<file path="src/verilog/clk_rst_pkg.sv">
package clk_rst_pkg;

  //************************************************************
  // widths with a meaning
  //************************************************************

  // wishbone data word and register word address
  typedef logic [31:0] wb_dat_t;
  typedef logic [1:0]  wb_adr_t;

  // requested phase steps, accumulated signed position
  typedef logic [7:0]         ps_count_t;
  typedef logic signed [15:0] phase_pos_t;

  // saturating count of lock-loss events
  typedef logic [7:0] loss_count_t;

  //************************************************************
  // counts
  //************************************************************

  // cycles that rstdiv0 stays high once lock and rdy are good
  localparam int RST_SYNC_NUM = 8;
  // cycles to wait for psdone before the request is aborted
  localparam int PS_TIMEOUT   = 64;

  //************************************************************
  // register map
  //************************************************************

  localparam wb_adr_t REG_STATUS    = 2'd0;
  localparam wb_adr_t REG_PS_CTRL   = 2'd1;
  localparam wb_adr_t REG_PS_POS    = 2'd2;
  localparam wb_adr_t REG_LOCK_LOSS = 2'd3;

  // status bits
  localparam int STAT_LOCK = 0;
  localparam int STAT_RDY  = 1;
  localparam int STAT_RUN  = 2;
  localparam int STAT_BUSY = 3;
  localparam int STAT_TMO  = 4;

  // ps_ctrl keeps the steps in [7:0] and the direction in this bit
  localparam int PS_INC_BIT = 8;

  // phase-shift sequencer states
  typedef enum logic [1:0] {idle, step, wait_done} ps_state_t;

endpackage

</file>
<file path="src/verilog/reset_release.sv">
`timescale 1ns/1ps

module reset_release (
  input  logic clk_bufg,
  input  logic rst_tmp,
  input  logic pll_lock,
  input  logic iodelay_ctrl_rdy,
  output logic rstdiv0
);

  import clk_rst_pkg::*;

  //************************************************************
  // reset release chain
  //************************************************************

  // any bad condition holds the whole design in reset
  logic                    rst_any;
  // stretch register, all ones while rst_any is high
  logic [RST_SYNC_NUM-1:0] rst_sync_r;

  // raw reset, clock generator not locked, idelayctrl not ready
  assign rst_any = rst_tmp | ~pll_lock | ~iodelay_ctrl_rdy;

  // assert at once without a clock, release after RST_SYNC_NUM edges
  always_ff @(posedge clk_bufg or posedge rst_any) begin
    if (rst_any) begin
      rst_sync_r <= '1;
    end else begin
      // zeros walk toward the msb
      rst_sync_r <= {rst_sync_r[RST_SYNC_NUM-2:0], 1'b0};
    end
  end

  // last stage drives the fabric reset
  assign rstdiv0 = rst_sync_r[RST_SYNC_NUM-1];

endmodule

</file>
<file path="src/verilog/phase_shift_seq.sv">
`timescale 1ns/1ps

module phase_shift_seq (
  input  logic                   clk_bufg,
  input  logic                   rst_tmp,
  input  logic                   ps_start,
  input  clk_rst_pkg::ps_count_t ps_steps,
  input  logic                   ps_inc,
  input  logic                   ps_clear,
  input  logic                   psdone,
  output logic                   psen,
  output logic                   psincdec,
  output logic                   ps_busy,
  output logic                   ps_timeout,
  output clk_rst_pkg::phase_pos_t ps_pos
);

  import clk_rst_pkg::*;

  localparam int TMO_W = $clog2(PS_TIMEOUT + 1);

  ps_state_t        state;
  // steps still to issue, including the one in flight
  ps_count_t        remaining;
  // latched direction, 1 moves the phase forward
  logic             dir_r;
  // cycles spent waiting for psdone
  logic [TMO_W-1:0] tmo_cnt;

  //************************************************************
  // handshake outputs
  //************************************************************

  // one psen per visit to step, direction held for the whole request
  assign psen     = (state == step);
  assign psincdec = dir_r;
  assign ps_busy  = (state != idle);

  //************************************************************
  // sequencer
  //************************************************************

  always_ff @(posedge clk_bufg or posedge rst_tmp) begin
    if (rst_tmp) begin
      state      <= idle;
      remaining  <= '0;
      dir_r      <= 1'b0;
      tmo_cnt    <= '0;
      ps_timeout <= 1'b0;
      ps_pos     <= '0;
    end else begin
      // software clears the sticky flag, a new timeout below wins
      if (ps_clear) begin
        ps_timeout <= 1'b0;
      end

      case (state)
        idle: begin
          // zero-length requests do nothing
          if (ps_start && (ps_steps != '0)) begin
            remaining <= ps_steps;
            dir_r     <= ps_inc;
            state     <= step;
          end
        end

        step: begin
          // psen is out this cycle, start the done timer
          tmo_cnt <= '0;
          state   <= wait_done;
        end

        wait_done: begin
          if (psdone) begin
            // one step taken by the generator
            if (dir_r) begin
              ps_pos <= ps_pos + phase_pos_t'(1);
            end else begin
              ps_pos <= ps_pos - phase_pos_t'(1);
            end
            remaining <= remaining - ps_count_t'(1);
            if (remaining == ps_count_t'(1)) begin
              state <= idle;
            end else begin
              state <= step;
            end
          end else if (tmo_cnt == TMO_W'(PS_TIMEOUT - 1)) begin
            // generator never answered, drop the rest of the request
            ps_timeout <= 1'b1;
            remaining  <= '0;
            state      <= idle;
          end else begin
            tmo_cnt <= tmo_cnt + TMO_W'(1);
          end
        end

        default: begin
          state <= idle;
        end
      endcase
    end
  end

endmodule

</file>
<file path="src/verilog/lock_monitor.sv">
`timescale 1ns/1ps

module lock_monitor (
  input  logic                     clk_bufg,
  input  logic                     rst_tmp,
  input  logic                     pll_lock,
  input  logic                     loss_clear,
  output logic                     lock_sync,
  output clk_rst_pkg::loss_count_t loss_count
);

  import clk_rst_pkg::*;

  // first synchronizer stage, lock_sync is the second
  logic lock_meta;
  // previous synchronized value for edge detection
  logic lock_prev;
  // set once the generator has locked at least once
  logic armed;
  logic lock_fall;

  // only a loss after a real lock counts
  assign lock_fall = armed & lock_prev & ~lock_sync;

  //************************************************************
  // synchronizer and edge detect
  //************************************************************

  always_ff @(posedge clk_bufg or posedge rst_tmp) begin
    if (rst_tmp) begin
      lock_meta <= 1'b0;
      lock_sync <= 1'b0;
      lock_prev <= 1'b0;
      armed     <= 1'b0;
    end else begin
      lock_meta <= pll_lock;
      lock_sync <= lock_meta;
      lock_prev <= lock_sync;
      // stays set, a count clear does not disarm
      if (lock_sync) begin
        armed <= 1'b1;
      end
    end
  end

  // saturating loss counter
  always_ff @(posedge clk_bufg or posedge rst_tmp) begin
    if (rst_tmp) begin
      loss_count <= '0;
    end else if (loss_clear) begin
      loss_count <= '0;
    end else if (lock_fall && (loss_count != '1)) begin
      loss_count <= loss_count + loss_count_t'(1);
    end
  end

endmodule

</file>
<file path="src/verilog/clk_infra_regs.sv">
`timescale 1ns/1ps

module clk_infra_regs (
  input  logic                     clk_bufg,
  input  logic                     rst_tmp,
  input  logic                     wb_cyc,
  input  logic                     wb_stb,
  input  logic                     wb_we,
  input  clk_rst_pkg::wb_adr_t     wb_adr,
  input  clk_rst_pkg::wb_dat_t     wb_dat_w,
  output clk_rst_pkg::wb_dat_t     wb_dat_r,
  output logic                     wb_ack,
  input  logic                     lock_sync,
  input  logic                     iodelay_ctrl_rdy,
  input  logic                     rstdiv0,
  input  logic                     ps_busy,
  input  logic                     ps_timeout,
  input  clk_rst_pkg::phase_pos_t  ps_pos,
  input  clk_rst_pkg::loss_count_t loss_count,
  output logic                     ps_start,
  output clk_rst_pkg::ps_count_t   ps_steps,
  output logic                     ps_inc,
  output logic                     ps_clear,
  output logic                     loss_clear
);

  import clk_rst_pkg::*;

  // new classic request, not yet acked
  logic    wb_req;
  logic    wb_wr;
  // last word written to ps_ctrl
  wb_dat_t ps_ctrl_r;
  wb_dat_t status_word;

  assign wb_req = wb_cyc & wb_stb & ~wb_ack;
  assign wb_wr  = wb_req & wb_we;

  //************************************************************
  // bus cycle and write strobes
  //************************************************************

  always_ff @(posedge clk_bufg or posedge rst_tmp) begin
    if (rst_tmp) begin
      wb_ack     <= 1'b0;
      ps_ctrl_r  <= '0;
      ps_start   <= 1'b0;
      ps_clear   <= 1'b0;
      loss_clear <= 1'b0;
    end else begin
      // single ack cycle, no wait states
      wb_ack     <= wb_req;
      // strobes are one-cycle pulses
      ps_start   <= 1'b0;
      ps_clear   <= 1'b0;
      loss_clear <= 1'b0;
      if (wb_wr) begin
        case (wb_adr)
          REG_STATUS: begin
            // write one to the timeout bit clears it
            ps_clear <= wb_dat_w[STAT_TMO];
          end
          REG_PS_CTRL: begin
            ps_ctrl_r <= wb_dat_w;
            ps_start  <= 1'b1;
          end
          REG_LOCK_LOSS: begin
            loss_clear <= 1'b1;
          end
          default: begin
            // position is read only
          end
        endcase
      end
    end
  end

  // request fields come from the stored word, valid with ps_start
  assign ps_steps = ps_ctrl_r[$bits(ps_count_t)-1:0];
  assign ps_inc   = ps_ctrl_r[PS_INC_BIT];

  //************************************************************
  // read mux
  //************************************************************

  always_comb begin
    status_word            = '0;
    status_word[STAT_LOCK] = lock_sync;
    status_word[STAT_RDY]  = iodelay_ctrl_rdy;
    // run means the fabric is out of reset
    status_word[STAT_RUN]  = ~rstdiv0;
    status_word[STAT_BUSY] = ps_busy;
    status_word[STAT_TMO]  = ps_timeout;
  end

  // master holds adr until ack, so data is stable in the ack cycle
  always_comb begin
    case (wb_adr)
      REG_STATUS:  wb_dat_r = status_word;
      REG_PS_CTRL: wb_dat_r = ps_ctrl_r;
      // signed position, sign extended
      REG_PS_POS: begin
        wb_dat_r = {{($bits(wb_dat_t) - $bits(phase_pos_t)){ps_pos[$bits(phase_pos_t)-1]}},
                    ps_pos};
      end
      default: begin
        wb_dat_r = {{($bits(wb_dat_t) - $bits(loss_count_t)){1'b0}}, loss_count};
      end
    endcase
  end

endmodule

</file>
<file path="src/verilog/clk_infra_top.sv">
`timescale 1ns/1ps

module clk_infra_top (
  input  logic                 clk_bufg,
  input  logic                 rst_tmp,
  input  logic                 pll_lock,
  input  logic                 psdone,
  input  logic                 iodelay_ctrl_rdy,
  output logic                 psen,
  output logic                 psincdec,
  output logic                 rstdiv0,
  input  logic                 wb_cyc,
  input  logic                 wb_stb,
  input  logic                 wb_we,
  input  clk_rst_pkg::wb_adr_t wb_adr,
  input  clk_rst_pkg::wb_dat_t wb_dat_w,
  output clk_rst_pkg::wb_dat_t wb_dat_r,
  output logic                 wb_ack
);

  import clk_rst_pkg::*;

  //************************************************************
  // register block to sequencer and monitor
  //************************************************************

  logic        ps_start;
  ps_count_t   ps_steps;
  logic        ps_inc;
  logic        ps_clear;
  logic        ps_busy;
  logic        ps_timeout;
  phase_pos_t  ps_pos;
  logic        loss_clear;
  logic        lock_sync;
  loss_count_t loss_count;

  // fabric reset from lock, rdy and the raw reset
  reset_release reset_release_inst (
    .clk_bufg         (clk_bufg),
    .rst_tmp          (rst_tmp),
    .pll_lock         (pll_lock),
    .iodelay_ctrl_rdy (iodelay_ctrl_rdy),
    .rstdiv0          (rstdiv0)
  );

  // fine phase steps toward the clock generator
  phase_shift_seq phase_shift_seq_inst (
    .clk_bufg   (clk_bufg),
    .rst_tmp    (rst_tmp),
    .ps_start   (ps_start),
    .ps_steps   (ps_steps),
    .ps_inc     (ps_inc),
    .ps_clear   (ps_clear),
    .psdone     (psdone),
    .psen       (psen),
    .psincdec   (psincdec),
    .ps_busy    (ps_busy),
    .ps_timeout (ps_timeout),
    .ps_pos     (ps_pos)
  );

  lock_monitor lock_monitor_inst (
    .clk_bufg   (clk_bufg),
    .rst_tmp    (rst_tmp),
    .pll_lock   (pll_lock),
    .loss_clear (loss_clear),
    .lock_sync  (lock_sync),
    .loss_count (loss_count)
  );

  // wishbone slave with status and control
  clk_infra_regs clk_infra_regs_inst (
    .clk_bufg         (clk_bufg),
    .rst_tmp          (rst_tmp),
    .wb_cyc           (wb_cyc),
    .wb_stb           (wb_stb),
    .wb_we            (wb_we),
    .wb_adr           (wb_adr),
    .wb_dat_w         (wb_dat_w),
    .wb_dat_r         (wb_dat_r),
    .wb_ack           (wb_ack),
    .lock_sync        (lock_sync),
    .iodelay_ctrl_rdy (iodelay_ctrl_rdy),
    .rstdiv0          (rstdiv0),
    .ps_busy          (ps_busy),
    .ps_timeout       (ps_timeout),
    .ps_pos           (ps_pos),
    .loss_count       (loss_count),
    .ps_start         (ps_start),
    .ps_steps         (ps_steps),
    .ps_inc           (ps_inc),
    .ps_clear         (ps_clear),
    .loss_clear       (loss_clear)
  );

endmodule

</file>
<file path="config.mk">
export PLATFORM = sky130hd
export DESIGN_NAME = clk_infra_top
export DESIGN_NICKNAME = d
export VERILOG_FILES = /design/src/verilog/clk_rst_pkg.sv /design/src/verilog/reset_release.sv /design/src/verilog/phase_shift_seq.sv /design/src/verilog/lock_monitor.sv /design/src/verilog/clk_infra_regs.sv /design/src/verilog/clk_infra_top.sv
export SDC_FILE = /design/constraint.sdc
export NUM_CORES = 1
export LEC_CHECK = 0
export BUFFER_PORTS_ARGS = -buffer_cell sky130_fd_sc_hd__buf_2
export CAP_MARGIN = 20
export CORE_ASPECT_RATIO = 0.75
export CORE_UTILIZATION = 54
export DETAILED_ROUTE_END_ITERATION = 10
export PLACE_DENSITY = 0.87
export RECOVER_POWER = 25
export SETUP_SLACK_MARGIN = 0.4
export SLEW_MARGIN = 40
export SYNTH_ARGS = -nofsm -noshare
export SYNTH_HDL_FRONTEND = slang
export SYNTH_SLANG_ARGS = --single-unit
</file>
<file path="constraint.sdc">
create_clock -name clk_bufg -period 3.78 [get_ports clk_bufg]
set_clock_uncertainty 0.2 [all_clocks]
set_input_delay 0.378 -clock clk_bufg [delete_from_list [all_inputs] [get_ports clk_bufg]]
set_output_delay 0.378 -clock clk_bufg [all_outputs]
set_load 0.005 [all_outputs]
</file>
* After elaboration in Yosys (flattened, before gate mapping)
Cells that the tools add are included.
** Word-level totals
- Bits in registers :: 91
- Latch bits :: 0
- Bits in writable memories :: 0
- ROM bits :: 0
- Bits of input ports :: 42
- Output and inout bits :: 36
- Logic and storage cells :: 87
- Memories :: 0
** Cells by class
- Add/subtract/negate cells :: 5
- Multipliers :: 0
- Div/mod/pow operators :: 0
- Magnitude comparators :: 0
- Eq/ne operators :: 12
- Shift operators :: 0
- Mux-type cells :: 26
- Bitwise gates (word level) :: 12
- Reduce and logical (&&, ||, !) cells :: 15
** Operators with widths (number)
- $pmux W32 S3 :: 1
- $mux W8 :: 5
- $add A16 B2 Y16 const B :: 1
- $mux W16 :: 1
- $pmux W8 S2 :: 1
- $sub A16 B2 Y16 const B :: 1
- $mux W7 :: 2
- $pmux W7 S2 :: 1
- $mux W1 :: 11
- $add A8 B1 Y8 const B :: 1
- $eq A8 B1 Y1 const B :: 1
- $ne A8 B8 Y1 const B :: 1
- $reduce_and A2 Y1 :: 4
- $reduce_bool A2 Y1 :: 4
- $reduce_bool A8 Y1 :: 1
- $sub A8 B1 Y8 const B :: 1
- $add A7 B1 Y7 const B :: 1
- $eq A7 B6 Y1 const B :: 1
- $eq A2 B2 Y1 const B :: 3
- $mux W2 :: 3
- $pmux W2 S3 :: 1
- $reduce_and A3 Y1 :: 2
- $and A1 B1 Y1 :: 5
- $not A1 Y1 :: 5
- 7 further kinds :: 12

* Depth between registers and ports, before layout
Gate-level depths: netlist of run 1.
- Word-level depth :: 5
- Gate-level depth with buffers :: 9
- Mapped depth without buffers :: 8

* Hierarchy
From an unflattened synthesis of run 1, not the netlist that was laid out.
** Unflattened totals
- Cell total of the unflattened synthesis :: 481
- Area, all modules :: 5124.9 µm²
** Modules (own cells, without submodules)
- phase_shift_seq :: times used 1, cells an instance 283, area an instance 2361.0 µm², sequential area each 875.8 µm²
- clk_infra_regs :: times used 1, cells an instance 135, area an instance 1976.9 µm², sequential area each 900.9 µm²
- lock_monitor :: times used 1, cells an instance 53, area an instance 564.3 µm², sequential area each 300.3 µm²
- reset_release :: times used 1, cells an instance 10, area an instance 222.7 µm², sequential area each 210.2 µm²

* Worst setup path after synthesis of run 1
No wires, ideal clock.
- Path type :: reg2reg
- Start point :: reg phase_shift_seq_inst.dir_r (netlist: phase_shift_seq_inst.psincdec)
- End point :: reg phase_shift_seq_inst.ps_pos[13]
- Setup time :: 124 ps
- Arrival :: 2205 ps
- Data required time :: 3456 ps
- Setup slack :: 1251 ps
- Cell stages (with the launch flop) :: 9
- Path buffers :: 0
- Period minus slack after synthesis :: 2529 ps
- Cells stage by stage :: dfrtp_1 inv_1 ha_1 a21o_1 a31o_2 nor2_1 o211ai_1 mux2i_1 a211o_1
** Between the ends
- Cells in the longest elaborated chain, start to end :: 1
** RTL lines
- start, declared :: RTL line phase_shift_seq.sv:26 : logic dir_r;
- start signal, assigned :: RTL line phase_shift_seq.sv:62 : dir_r <= ps_inc;
- $mux W16 :: RTL line phase_shift_seq.sv:76 : if (dir_r) begin
- end signal, assigned :: RTL line phase_shift_seq.sv:77 : ps_pos <= ps_pos + phase_pos_t'(1);
- end signal, assigned :: RTL line phase_shift_seq.sv:79 : ps_pos <= ps_pos - phase_pos_t'(1);
- end, declared :: RTL line phase_shift_seq.sv:15 : output clk_rst_pkg::phase_pos_t ps_pos
Every way passes these cells.
A chain may end at the register's enable or synchronous reset.

* Worst setup path in the final report of run 1
- Start point :: reg phase_shift_seq_inst.dir_r (netlist: phase_shift_seq_inst.psincdec)
- End point :: reg phase_shift_seq_inst.ps_pos[15]
The elaborated chain is that of the path after synthesis.

==> results, run 1 <==
- The first global-routing pass estimated around 19000 um of wire.
- The synthesized netlist cell count is 451.
- The cell with the biggest individual delay on the critical path is sky130_fd_sc_hd__inv_1.
- The dominant synthesized flop cell is sky130_fd_sc_hd__dfrtp_1.
- The number of nets in the synthesized netlist is 512.
- The number of placement rows is 29.
- The number of clock buffers inserted by TritonCTS is 9.
- The critical register-to-register path startpoint is phase_shift_seq_inst.psincdec$_DFFE_PP0P_.
- The type of the worst min-delay path is input port to flop.
- The largest net degree at the start of global routing is 37.
- The area overhead of the layout relative to synthesis is 16.71%.
- The later pin in the worst-skew pair is clocked with a latency of 0.35 ns.
- Dividing the detail-routed via count by the number of cells gives 5.937.
- The static leakage is 2.745 nW.
- The setup TNS after final layout is 0 ns.
- The initial antenna violation count came to 0.
- By area, the combinational part of the netlist is dominated by compound AO/OA/AOI/OAI gates.
- Sorting the synthesized cells by how often they occur yields sky130_fd_sc_hd__dfrtp_1, sky130_fd_sc_hd__nor2_1, sky130_fd_sc_hd__nand2_1.
- The fraction of synthesis flops using an asynchronous set or reset pin is 1.000.
- The via count of the first global-routing pass was 3721.
- Clock-pin slew was measured on the worst setup and hold paths at 0.07 ns.
- The detail route stage leaves a number of antenna-violating nets equal to 0.
- The count of buffers from port buffering is 77.
- sky130_fd_sc_hd__dfrtp_1 is the most common cell in the netlist.
- The kind of end point of the critical path is a flop.
- The H-tree was split into 3 levels.
- The timing startpoint of the critical path is phase_shift_seq_inst.psincdec$_DFFE_PP0P_.
- The fraction of final layout cells sized beyond drive strength 1 is 0.2943.
- In the finished design, the share of the clock period the worst path needs comes to 0.7721.
- Walking the worst path, the cells encountered are inv_1 -> ha_1 -> a21oi_1 -> o21ai_0 -> a221oi_1 -> nand3_1 -> a21oi_1 -> xor2_1.
- The per-instance average area after synthesis is between 10 and 15 sq um.
- Setup repair after global routing left no endpoint under its margin.
- For this run, the register share of the synthesized area comes to 0.4780.
- The total vias in the final route is 3788.
- The largest total area in the synthesized netlist belongs to sky130_fd_sc_hd__dfrtp_1.
- The category of cells accounting for the largest share of critical-path delay is compound AO/OA/AOI/OAI gates.
- The flow ran to the end, but the final reports show violations.
- The data required time at the worst endpoint is 3.86 ns.
- The total routing resource utilization after global routing is 0.2573.
- The area of the core is 0.008527 sq mm.
- Across the run, the number of max-cap violations was 1.
- In this run, distinct cell masters in the synthesized netlist total 58.
- Of the post-synthesis cell area, the dominant cell type holds 0.4341.
- The total of warnings raised by yosys is 0.
- The die is 83.52 um tall.
- The endpoint of the lowest-slack register-to-register path is phase_shift_seq_inst.ps_pos[15]$_DFFE_PP0P_.
- Counting the fill cells in the layout gives 617.
- The final reports fail on max-capacitance violations, max-slew violations.
- The total power divided by cell area is approximately 760 mW/mm^2.
- The mux share of post-synthesis cell area is 0.1101.
- The number of placed I/O pins is 78.
- For the worst flop-to-flop path, the logic depth is 8.
- For this run the aggregate overflow at the end of global routing stands at 0.
- Setup slack on the critical path of the routed design comes to 0.8615 ns.
- The compound-gate portion of the synthesized area is 0.1653.
- The highest attainable clock frequency is 342.6 MHz.
- The count of final max-slew check failures is 37.
- The count of buffering cells on the critical path with inverters included is 1.
- The transition at the pin with the smallest max-transition slack is about 1.6 ns.
- The final net count is 586.
- Of the total synthesized cell area, the portion taken by full adders, half adders and majority gates is 0.05126.
- The initial standard-cell utilization of the core is 0.5611.
- The number of setup violations in the final report is 0.
- The worst slew slack as a fraction of its limit is -0.05844.
- The master cell of the clock root buffer is sky130_fd_sc_hd__clkbuf_16.
- The critical hold path startpoint is wb_dat_w[6].
- The number of stages on the worst hold path is 2.
- The path type of the worst setup path is flop to flop.
- The tree built by TritonCTS fans out to 91 sinks.
- The worst vdd rail ir drop is 424.7 uV.
- TritonCTS built the clock tree.
- The HPWL after detailed placement is 7967 um.
- The number of enable-type register cells in the synthesized netlist is 0.
- The congestion estimate from routability-driven global placement came to about 0.86.
- The count of TritonRoute iterations in the first routing pass is 5.
- The number of register bits inferred by synthesis is 91.
- The die covers between 0.009 and 0.01 sq mm.
- The antenna diode instance count is 0.
- The die is approximately 110 um wide.
- The highest cell delay on the worst timing path is 0.45 ns.
- For this block, the initial DRC count from the detailed router was ~290.
- The synthesized-area fraction occupied by and/or/nand/nor cells is 0.1208.
- The critical path arrival is about 3 ns.
- Yosys attributes the largest share of cell area to sky130_fd_sc_hd__dfrtp_1, sky130_fd_sc_hd__mux2_2, sky130_fd_sc_hd__ha_1.
- Along the worst path, the maximum fanout reaches 17.
- Of the total synthesized cell area, the portion taken by XOR and XNOR cells is 0.03661.
- Summing every instance area after synthesis gives 0.004785 sq mm.
- The critical path's most frequent cell is sky130_fd_sc_hd__a21oi_1.
- The setup check on the worst reg-to-reg path leaves a slack of 0.86 ns.
- Once the clock tree was built, the resizer swapped 0 gates to a different size.
- The routed design has 11240 um of wire.
- Before CTS, the worst setup slack after placement is 0.9639 ns.
- The count of final hold-check violations was 0.
- STA classifies the critical path startpoint as a flop.
- For hold timing, the worst endpoint is clk_infra_regs_inst.ps_ctrl_r[6]$_DFFE_PP0P_.
- The largest buffer count on any clock path is 2.
- The total DRC errors in the routed layout is 0.
- Dividing the detail-routed wire length by the instance count gives around 18 um.
- Subtracting the final worst setup slack from the clock period gives 2.918 ns.
==> area by class of cell <==
class                      instances  area, sq um  area share
inverter                          19        72.57     0.01300
clock buffer                      10        239.0     0.04280
sequential                        91         2287      0.4096
timing repair buffer              84        436.7     0.07820
clock inverter                     6        96.34     0.01725
multi-input combinational        320         2317      0.4150
tap                              108        135.1     0.02420
==> where the power goes <==
group          switching, mW  internal [mW]  total, mW
Combinational          0.993          0.751       1.74
Sequential             0.265           1.24       1.51
Clock                  0.396          0.605       1.00
Total                   1.65           2.60       4.25
==> logic make-up after synthesis <==
logic type / after synthesis
AND/OR/NAND/NOR: 120
AO/OA/AOI/OAI: 118
adder cells (fa/ha/maj): 19
other: 1
flip-flops: 91
buffers and inverters: 40
multiplexers: 42
XOR/XNOR: 20
==> per-layer routing <==
layer | track usage | share of wire | vias to the layer above
li1 | - | - | 1766
met1 | 0.3384 | 0.44 | 1850
met2 | 0.4156 | 0.48 | 150
met3 | 0.06100 | 0.065 | 22
met4 | 0.09939 | 0.022 | 0
met5 | 0 | 0 | -
==> per-stage QoR <==
stage               std cells  instance area [sq um]  total power, mW  hold slack, ns    util
floorplan                 451                   4785            2.747          0.1312       -
global placement          620                   5240            3.118          0.1465  0.6145
detailed placement        620                   5240            3.204          0.1440  0.6145
CTS                       638                   5595            4.237         0.05414  0.6562
global route              638                   5584            4.525         0.05819  0.6549
finish                    638                   5584            4.251         0.05671  0.6549
==> repair_timing <==
item | 4_1_cts | 5_1_grt
hold buffers | 2 | 0
setup buffers | 0 | 0
hold endpoints to repair | 34 | 0
==> worst max-delay path by stage <==
stage / endpoint / cells after the start
2_1_floorplan: reset_release_inst.rst_sync_r[0]$_DFF_PP1_ / 2
4_1_cts: phase_shift_seq_inst.ps_pos[15]$_DFFE_PP0P_ / 8
3_5_place_dp: phase_shift_seq_inst.ps_pos[15]$_DFFE_PP0P_ / 8
6_report: phase_shift_seq_inst.ps_pos[15]$_DFFE_PP0P_ / 8
3_3_place_gp: phase_shift_seq_inst.ps_pos[15]$_DFFE_PP0P_ / 8
5_1_grt: phase_shift_seq_inst.ps_pos[15]$_DFFE_PP0P_ / 8
==> flip-flops by register name, summed over array words and instances, names as in the netlist, 2 cells and up <==
signal and flops:
clk_infra_regs_inst.ps_ctrl_r 32, phase_shift_seq_inst.tmo_cnt 7, phase_shift_seq_inst.remaining 8, lock_monitor_inst.loss_count 8, phase_shift_seq_inst.ps_pos 16, reset_release_inst.rst_sync_r 8
phase_shift_seq_inst.state 2
==> layout by cell type (no fill, tap or decap), types with 10 or more instances in the layout <==
| master | count |
|---|---|
| sky130_fd_sc_hd__mux2_2 | 35 |
| sky130_fd_sc_hd__buf_2 | 75 |
| sky130_fd_sc_hd__inv_1 | 18 |
| sky130_fd_sc_hd__xor2_1 | 14 |
| sky130_fd_sc_hd__a21o_1 | 20 |
| sky130_fd_sc_hd__dfrtp_1 | 83 |
| sky130_fd_sc_hd__o21ai_0 | 26 |
| sky130_fd_sc_hd__a21oi_1 | 21 |
| sky130_fd_sc_hd__nor2_1 | 37 |
| sky130_fd_sc_hd__ha_1 | 18 |
| sky130_fd_sc_hd__a22o_1 | 10 |
| sky130_fd_sc_hd__nand2_1 | 36 |
No activity file was read; power rests on OpenSTA's default activity.
==> run 2: changes to the inputs <==
==> constraint.sdc (replaced) <==
create_clock -name clk_bufg -period 2.98 [get_ports clk_bufg]
set_clock_uncertainty 0.2 [all_clocks]
set_input_delay 0.298 -clock clk_bufg [delete_from_list [all_inputs] [get_ports clk_bufg]]
set_output_delay 0.298 -clock clk_bufg [all_outputs]
set_load 0.005 [all_outputs]
==> run 2 against run 1 <==
Register-to-register slack got worse by 0.51 ns. Cell count is 5.2% higher. Setup slack worse by 0.51 ns. Wire length up 11%. Worst hold slack worse by 0.052 ns. Critical path type unchanged. The run now ends clean. Combinational power grew 44%.
==> results, run 2 (synthesis gave the netlist of run 1 again) <==
- The path type of the worst setup path is flop to flop.
- After floorplanning, the core was sized to cover ~0.0085 sq mm.
- The type of the worst min-delay path is input port to flop.
- The most critical setup path has its startpoint at phase_shift_seq_inst.psincdec$_DFFE_PP0P_.
- The count of final max-slew check failures is 0.
- The HPWL after detailed placement is 7717 um.
- The internal portion of total power is around 3.4 mW.
- The count of final hold-check violations is 0.
- Relative to the synthesized area, the layout overhead comes to 25.10%.
- The largest registers in the layout are clk_infra_regs_inst.ps_ctrl_r (32), phase_shift_seq_inst.ps_pos (16).
- The worst setup path is launched from a flop.
- The register with the most flip-flops in the layout has 32 of them.
- The vertical die dimension is 83.52 um.
- At the end of routability-driven placement, the weighted congestion stood at 0.8754.
- The worst register-to-register path begins at phase_shift_seq_inst.psincdec$_DFFE_PP0P_.
- The static leakage is slightly below 3 nW.
- The detailed-route wire length is 12530 um.
- Along the worst path, the maximum fanout reaches 7.
- In the layout the commonest cells are sky130_fd_sc_hd__dfrtp_1, sky130_fd_sc_hd__buf_2, sky130_fd_sc_hd__nand2_1.
- The routed design could run at a clock period as short as between 2 and 3 ns.
- The routed length per placed instance is roughly 19 um.
- The share of total power consumed by net switching is 0.3979.
- Summed over all nets, the switching power comes to 2.231 mW.
- The critical hold path startpoint is wb_dat_w[0].
- Entering global routing, the biggest net connects 66 pins.
- The initial utilization of the core area, before any placement, comes to 0.5611.
- The count of filler cells inserted in the layout is 526.
- In this run the remaining antenna-violating nets after routing total 0.
- In the final layout, the share of cells above drive strength 1 is 0.3179.
- The sequential cell fraction of total power is 0.344.
- The number of clock sinks is 91.
- The number of antenna diodes in the final layout is 0.
- At the end of the flow, the number of nets in the layout was 619.
- The total DRC errors in the routed layout is 0.
- The chip width is 110.7 um.
- In the routed layout, each cell is associated on average with a via count of 6.082.
- Of the total power, the clock network draws 0.208.
- The master cell of the clock root buffer is sky130_fd_sc_hd__clkbuf_16.
- Max-cap violations in this run came to 0.
- The number of placed I/O pins is 78.
- TritonCTS built the clock tree.
- Setup repair after global routing left no endpoint under its margin.
- The most frequent standard cell in the layout excluding fill and tap cells is sky130_fd_sc_hd__dfrtp_1.
- The worst setup timing slack at the placement stage is 0.3067 ns.
- The via count of the first global-routing pass was 4123.
- The DRC marker count from the first detailed-route iteration is roughly 280.
- After clock tree synthesis, the clock-pin slew on the worst setup and hold paths is 0.07 ns.
- The die covers 0.009245 sq mm.
- The first detailed-routing pass took 8 iterations.
- The total power divided by cell area is 936.6 mW/mm^2.
- Setup slack on the critical path of the routed design comes to 0.3548 ns.
- The run finished with clean final reports.
- The clock latency of the later-clocked register in the worst-skew pair is about 0.34 ns.
- The largest buffer count on any clock path is 2.
- The transition at the pin with the smallest max-transition slack is 0.8683 ns.
- The setup TNS after final layout is 0 ns.
- Of the total power, combinational logic draws 0.448.
- After floorplanning, the core was divided into 29 placement rows.
- The count of buffers from port buffering is 77.
- The worst slew slack as a fraction of its limit is 0.4180.
- Global routing finished with a remaining overflow of 0.
- In this run, placement finished with an instance count of 622.
- The worst vdd rail ir drop is 482.6 uV.
- Setup violations remaining at the end of the flow were counted as 0.
- The first global-routing pass estimated 20240 um of wire.
- The data required time at the worst endpoint is a little over 3 ns.
- Overall power consumption after layout is estimated at roughly 5.6 mW.
- The maximum level of the CTS H-tree is 3.
- The number of clock buffers inserted by TritonCTS is 9.
- The largest register by flop count is clk_infra_regs_inst.ps_ctrl_r.
- Timing would allow up to 380.9 MHz.
- The number of cells in the finished layout apart from fillers is between 600 and 700.
- The kind of end point of the critical path is a flop.
- Data arrives at the worst endpoint at 2.69 ns.
- The total vias in the final route is 4081.
- For this run, the total global-route usage over all layers was measured as 0.2757.
- Measured on the finished design, the core utilization comes to 0.7020.
- The initial antenna violation count is 0.
- Dividing the final minimum period by the clock period gives 0.8809.
run 2: changes by cell type in the layout (fill, tap and decap cells not counted), moves of 2 or more:
cell / change
sky130_fd_sc_hd__dlygate4sd3_1: +26
sky130_fd_sc_hd__a21oi_1: -5
sky130_fd_sc_hd__a21oi_2: +5
sky130_fd_sc_hd__buf_4: +5
sky130_fd_sc_hd__ha_1: -4
sky130_fd_sc_hd__ha_2: +3
sky130_fd_sc_hd__buf_12: +2
sky130_fd_sc_hd__nor2_1: -2
run 2: layer usage:
metal | vias to the layer above | share of wire | global-route usage
met1 | 1998 | 0.40 | 0.3512
met2 | 202 | 0.50 | 0.4500
met4 | 0 | 0.038 | 0.1248
met5 | - | 0 | 0
met3 | 55 | 0.059 | 0.06536
li1 | 1826 | - | -
run 2: critical path, stage by stage, from the launching register on:
cell                         delay [ns]
sky130_fd_sc_hd__dfrtp_1           0.39
sky130_fd_sc_hd__clkinvlp_4        0.17
sky130_fd_sc_hd__buf_4             0.20
sky130_fd_sc_hd__ha_1              0.37
sky130_fd_sc_hd__nand2_1           0.13
sky130_fd_sc_hd__o21ai_0           0.17
sky130_fd_sc_hd__a221oi_2          0.37
sky130_fd_sc_hd__nand3_1           0.13
sky130_fd_sc_hd__a21oi_1           0.25
sky130_fd_sc_hd__xor2_1            0.17
run 2: timing repair:
item | in CTS | in global routing
setup endpoints to repair | 2 | 12
gates resized for setup | 4 | 18
pin swaps | 1 | 1
endpoints found under the hold margin | 44 | 1
setup buffers | 4 | 1
hold buffers | 27 | 1
run 2: layout make-up:
| cell class | count | area, sq um | share of cell area |
|---|---|---|---|
| Clock inverter | 3 | 46.29 | 0.007734 |
| Timing Repair Buffer | 117 | 779.5 | 0.1302 |
| Clock buffer | 13 | 260.3 | 0.04348 |
| Multi-Input combinational cell | 320 | 2401 | 0.4011 |
| Tap cell | 108 | 135.1 | 0.02258 |
| Inverter | 19 | 76.32 | 0.01275 |
| Sequential cell | 91 | 2287 | 0.3821 |
run 2: stage by stage:
step | hold WS [ns] | cell area [sq um]
floorplan | 0.1294 | 4788
global placement | 0.1391 | 5295
detailed placement | 0.1372 | 5295
CTS | 0.00009059 | 5909
global route | 0.005218 | 5986
finish | 0.004484 | 5986
run 2: power by group through the flow:
stage | clock network [mW] | logic (mW) | registers (mW)
after floorplan | 0 | 1.69 | 1.80
after global placement | 0 | 2.04 | 1.89
after detailed placement | 0 | 2.14 | 1.92
after CTS | 1.17 | 2.25 | 1.91
after global routing | 1.23 | 2.75 | 1.97
final | 1.16 | 2.51 | 1.93
run 2: path summary, 6_finish.rpt:
kind | slack [ns] | to | cells past startpoint
max | 0.35 | phase_shift_seq_inst.ps_pos[15]$_DFFE_PP0P_ | 9
min | 0.004 | clk_infra_regs_inst.ps_ctrl_r[0]$_DFFE_PP0P_ | 3
max reg2reg | 0.35 | phase_shift_seq_inst.ps_pos[15]$_DFFE_PP0P_ | 9
min reg2reg | 0.15 | lock_monitor_inst.lock_sync$_DFF_PP0_ | 0
max in group asynchronous | 0.80 | phase_shift_seq_inst.tmo_cnt[3]$_DFFE_PP0P_ | 4
min in group asynchronous | 0.07 | reset_release_inst.rst_sync_r[6]$_DFF_PP1_ | 2
==> run 3: changes to the inputs <==
--- a/config.mk
+++ b/config.mk
@@ -8,11 +8,12 @@
 export BUFFER_PORTS_ARGS = -buffer_cell sky130_fd_sc_hd__buf_2
 export CAP_MARGIN = 20
 export CORE_ASPECT_RATIO = 0.75
-export CORE_UTILIZATION = 54
+export CORE_UTILIZATION = 51
 export DETAILED_ROUTE_END_ITERATION = 10
-export PLACE_DENSITY = 0.87
+export PLACE_DENSITY = 0.86
 export RECOVER_POWER = 25
 export SETUP_SLACK_MARGIN = 0.4
+export SKIP_LAST_GASP = 1
 export SLEW_MARGIN = 40
 export SYNTH_ARGS = -nofsm -noshare
 export SYNTH_HDL_FRONTEND = slang
==> constraint.sdc (replaced) <==
create_clock -name clk_bufg -period 2.3 [get_ports clk_bufg]
set_clock_uncertainty 0.2 [all_clocks]
set_input_delay 0.23 -clock clk_bufg [delete_from_list [all_inputs] [get_ports clk_bufg]]
set_output_delay 0.23 -clock clk_bufg [all_outputs]
set_load 0.005 [all_outputs]
==> run 3 against run 2 <==
The run now ends with negative setup slack left. Clock-buffer cell count fell by 3. Sequential power up 30%. Via count rose by 14%.
==> results, run 3 (synthesis gave the netlist of run 1 again) <==
- The number of placement rows is 30.
- The path depth of the worst reg2reg path is 11.
- The area growth from synthesis to layout is 45.66%.
- The master cell of the clock root buffer is sky130_fd_sc_hd__clkbuf_16.
- The initial standard-cell utilization of the core is 0.5267.
- The floorplan step defined a die boundary enclosing 0.009777 sq mm.
- The number of clock sinks is 91.
- Measured along the y axis, the die boundary spans 85.88 um.
- In this run the worst path has a maximum fanout of 6.
- The startpoint identified for the worst hold timing path is wb_adr[1].
- In the layout the commonest cells are sky130_fd_sc_hd__dfrtp_1, sky130_fd_sc_hd__buf_2, sky130_fd_sc_hd__buf_4.
- The transition at the pin with the smallest max-transition slack is slightly above 1 ns.
- The worst-case IR drop observed on VDD is 584.8 uV.
- In the final layout, the share of cells above drive strength 1 is 0.4509.
- The via count of the first global-routing pass is 4640.
- Dividing the detail-routed via count by the number of cells gives between 6 and 7.
- The number of stages on the worst hold path is 3.
- Setup slack on the critical path of the routed design comes to -0.2704 ns.
- In the global route stage, overall resource usage came out at 0.3139.
- The routed length per placed instance is ~21 um.
- For this design the static power due to leakage is 3.364 nW.
- The clock-pin slew reported for the worst setup and hold paths after clock tree synthesis is 0.07 ns.
- The worst setup path is of the flop to flop kind.
- The final reports fail on negative setup slack.
- The placer congestion estimate is 0.9247.
- Setup repair after global routing could not meet its margin everywhere.
- The share of the cycle needed by the critical path after routing is 1.118.
- The number of placed I/O pins is 78.
- In this run the standard cell core region covers 0.009084 sq mm.
- For this run, global-route usage on met3 was measured as 0.08551.
- The count of filler cells inserted in the layout is 541.
- The number of flip-flops under the largest register name is 32.
- The reported max-cap violation count is 0.
- The total DRC errors in the routed layout is 0.
- The total power divided by cell area is 1325 mW/mm^2.
- TritonCTS built the clock tree.
- After routing, the total negative slack on setup checks comes to -1.790 ns.
- The detailed-route wire length is 16070 um.
- The DRC marker count from the first detailed-route iteration is 444.
- In the final layout, the registers with the most flip-flops are clk_infra_regs_inst.ps_ctrl_r (32), phase_shift_seq_inst.ps_pos (16).
- The count of final max-slew check failures is 0.
- The largest net degree at the start of global routing is 66.
- Setup violations remaining at the end of the flow were counted as 10.
- For met2 alone, demand over resource in global routing was 0.5183.
- The HPWL after detailed placement is 8740 um.
- The most used routing layer in global routing is met2.
- The total vias in the final route is 4670.
- Port buffering added 77 buffers.
- The met1 usage in global routing is 0.3779.
- STA puts the critical path data required time at 2.39 ns.
- The first global-routing pass estimated 23180 um of wire.
- The run finished, with violations left.
- In this run the worst hold path is classified as input port to flop.
- The final net count is 697.
- The initial antenna violation count is 0.
- The largest buffer count on any clock path is 2.
- Derived from the worst setup path, the maximum achievable clock frequency is 389.0 MHz.
- The H-tree was split into 3 levels.
- The critical path starts at phase_shift_seq_inst.psincdec$_DFFE_PP0P_.
- The kind of end point of the critical path is a flop.
- The worst slew slack as a fraction of its limit is 0.3119.
- The largest register by flop count is clk_infra_regs_inst.ps_ctrl_r.
- The minimum hold slack is 0.05685 ns.
- The remaining global-route overflow is 0.
- The library cell used most frequently in the layout, excluding fill and tap cells, is sky130_fd_sc_hd__dfrtp_1.
- In this run the critical register-to-register path is launched from phase_shift_seq_inst.psincdec$_DFFE_PP0P_.
- The clock latency of the later-clocked register in the worst-skew pair is 0.36 ns.
- The count of TritonRoute iterations in the first routing pass is 5.
- The nature of the critical path startpoint is a flop.
- The detail route stage leaves a number of antenna-violating nets equal to 0.
- The number of antenna diodes in the final layout is 0.
- Clock tree synthesis inserted a total of 9 buffers.
- The floorplan step set the die width to about 110 um.
- The shortest period the worst path allows is 2.570 ns.
- The count of final hold-check violations is 0.
- Data arrives at the worst endpoint at 2.66 ns.
==> run 3: report_power, final <==
part | internal (mW) | switching (mW)
Clock | 0.784 | 0.703
Sequential | 2.04 | 0.468
Combinational | 2.58 | 2.66
==> run 3: worst paths after layout <==
kind,endpoint,slack (ns)
min reg2reg,reset_release_inst.rst_sync_r[2]$_DFF_PP1_,0.15
min,clk_infra_regs_inst.loss_clear$_DFF_PP0_,0.06
min in group asynchronous,reset_release_inst.rst_sync_r[7]$_DFF_PP1_,0.08
max reg2reg,phase_shift_seq_inst.ps_pos[15]$_DFFE_PP0P_,-0.27
max,phase_shift_seq_inst.ps_pos[15]$_DFFE_PP0P_,-0.27
max in group asynchronous,clk_infra_regs_inst.ps_ctrl_r[10]$_DFFE_PP0P_,0.41
==> run 3: worst max-delay path, stage by stage, from the launching register on <==
cell	delay, ns
sky130_fd_sc_hd__dfrtp_1	0.41
sky130_fd_sc_hd__clkinvlp_4	0.20
sky130_fd_sc_hd__buf_6	0.19
sky130_fd_sc_hd__buf_6	0.12
sky130_fd_sc_hd__ha_4	0.30
sky130_fd_sc_hd__buf_6	0.10
sky130_fd_sc_hd__nand4_1	0.17
sky130_fd_sc_hd__nor2_1	0.22
sky130_fd_sc_hd__o21ai_2	0.10
sky130_fd_sc_hd__a21o_1	0.18
sky130_fd_sc_hd__a21oi_2	0.16
sky130_fd_sc_hd__xor2_1	0.15
==> run 3: metrics by stage <==
stage	total power, mW	cell area (sq um)	util	instances	setup WS, ns
floorplan	4.523	4791	-	451	-0.2291
global placement	5.738	5655	0.6226	688	-0.08118
detailed placement	5.942	5655	0.6226	688	-0.2370
CTS	8.291	6751	0.7433	760	-0.05140
global route	9.640	6969	0.7672	769	-0.3347
finish	9.236	6969	0.7672	769	-0.2704
==> run 3: area by class of cell <==
type,count,area [sq um],area share
clock buffer,10,239.0,0.03429
timing repair buffer,195,1445,0.2074
tap,128,160.2,0.02298
sequential,91,2292,0.3289
clock inverter,6,53.80,0.007720
multi-input combinational,320,2703,0.3878
inverter,19,76.32,0.01095
==> run 3: layer usage <==
layer / wire length (um) / vias to the layer above / share of wire
met1: 5918 / 2272 / 0.37
met5: 0 / - / 0
met2: 7830 / 304 / 0.49
met3: 1376 / 100 / 0.086
li1: - / 1994 / -
met4: 947 / 0 / 0.059
==> run 3: timing repair <==
| action | CTS | global route |
|---|---|---|
| endpoints found under the hold margin | 54 | 0 |
| resized for setup | 65 | 37 |
| pin swaps | 23 | 22 |
| hold buffers | 36 | 0 |
| setup endpoints to repair | 32 | 40 |
| setup buffers | 19 | 9 |
| gates cloned | 1 | 0 |
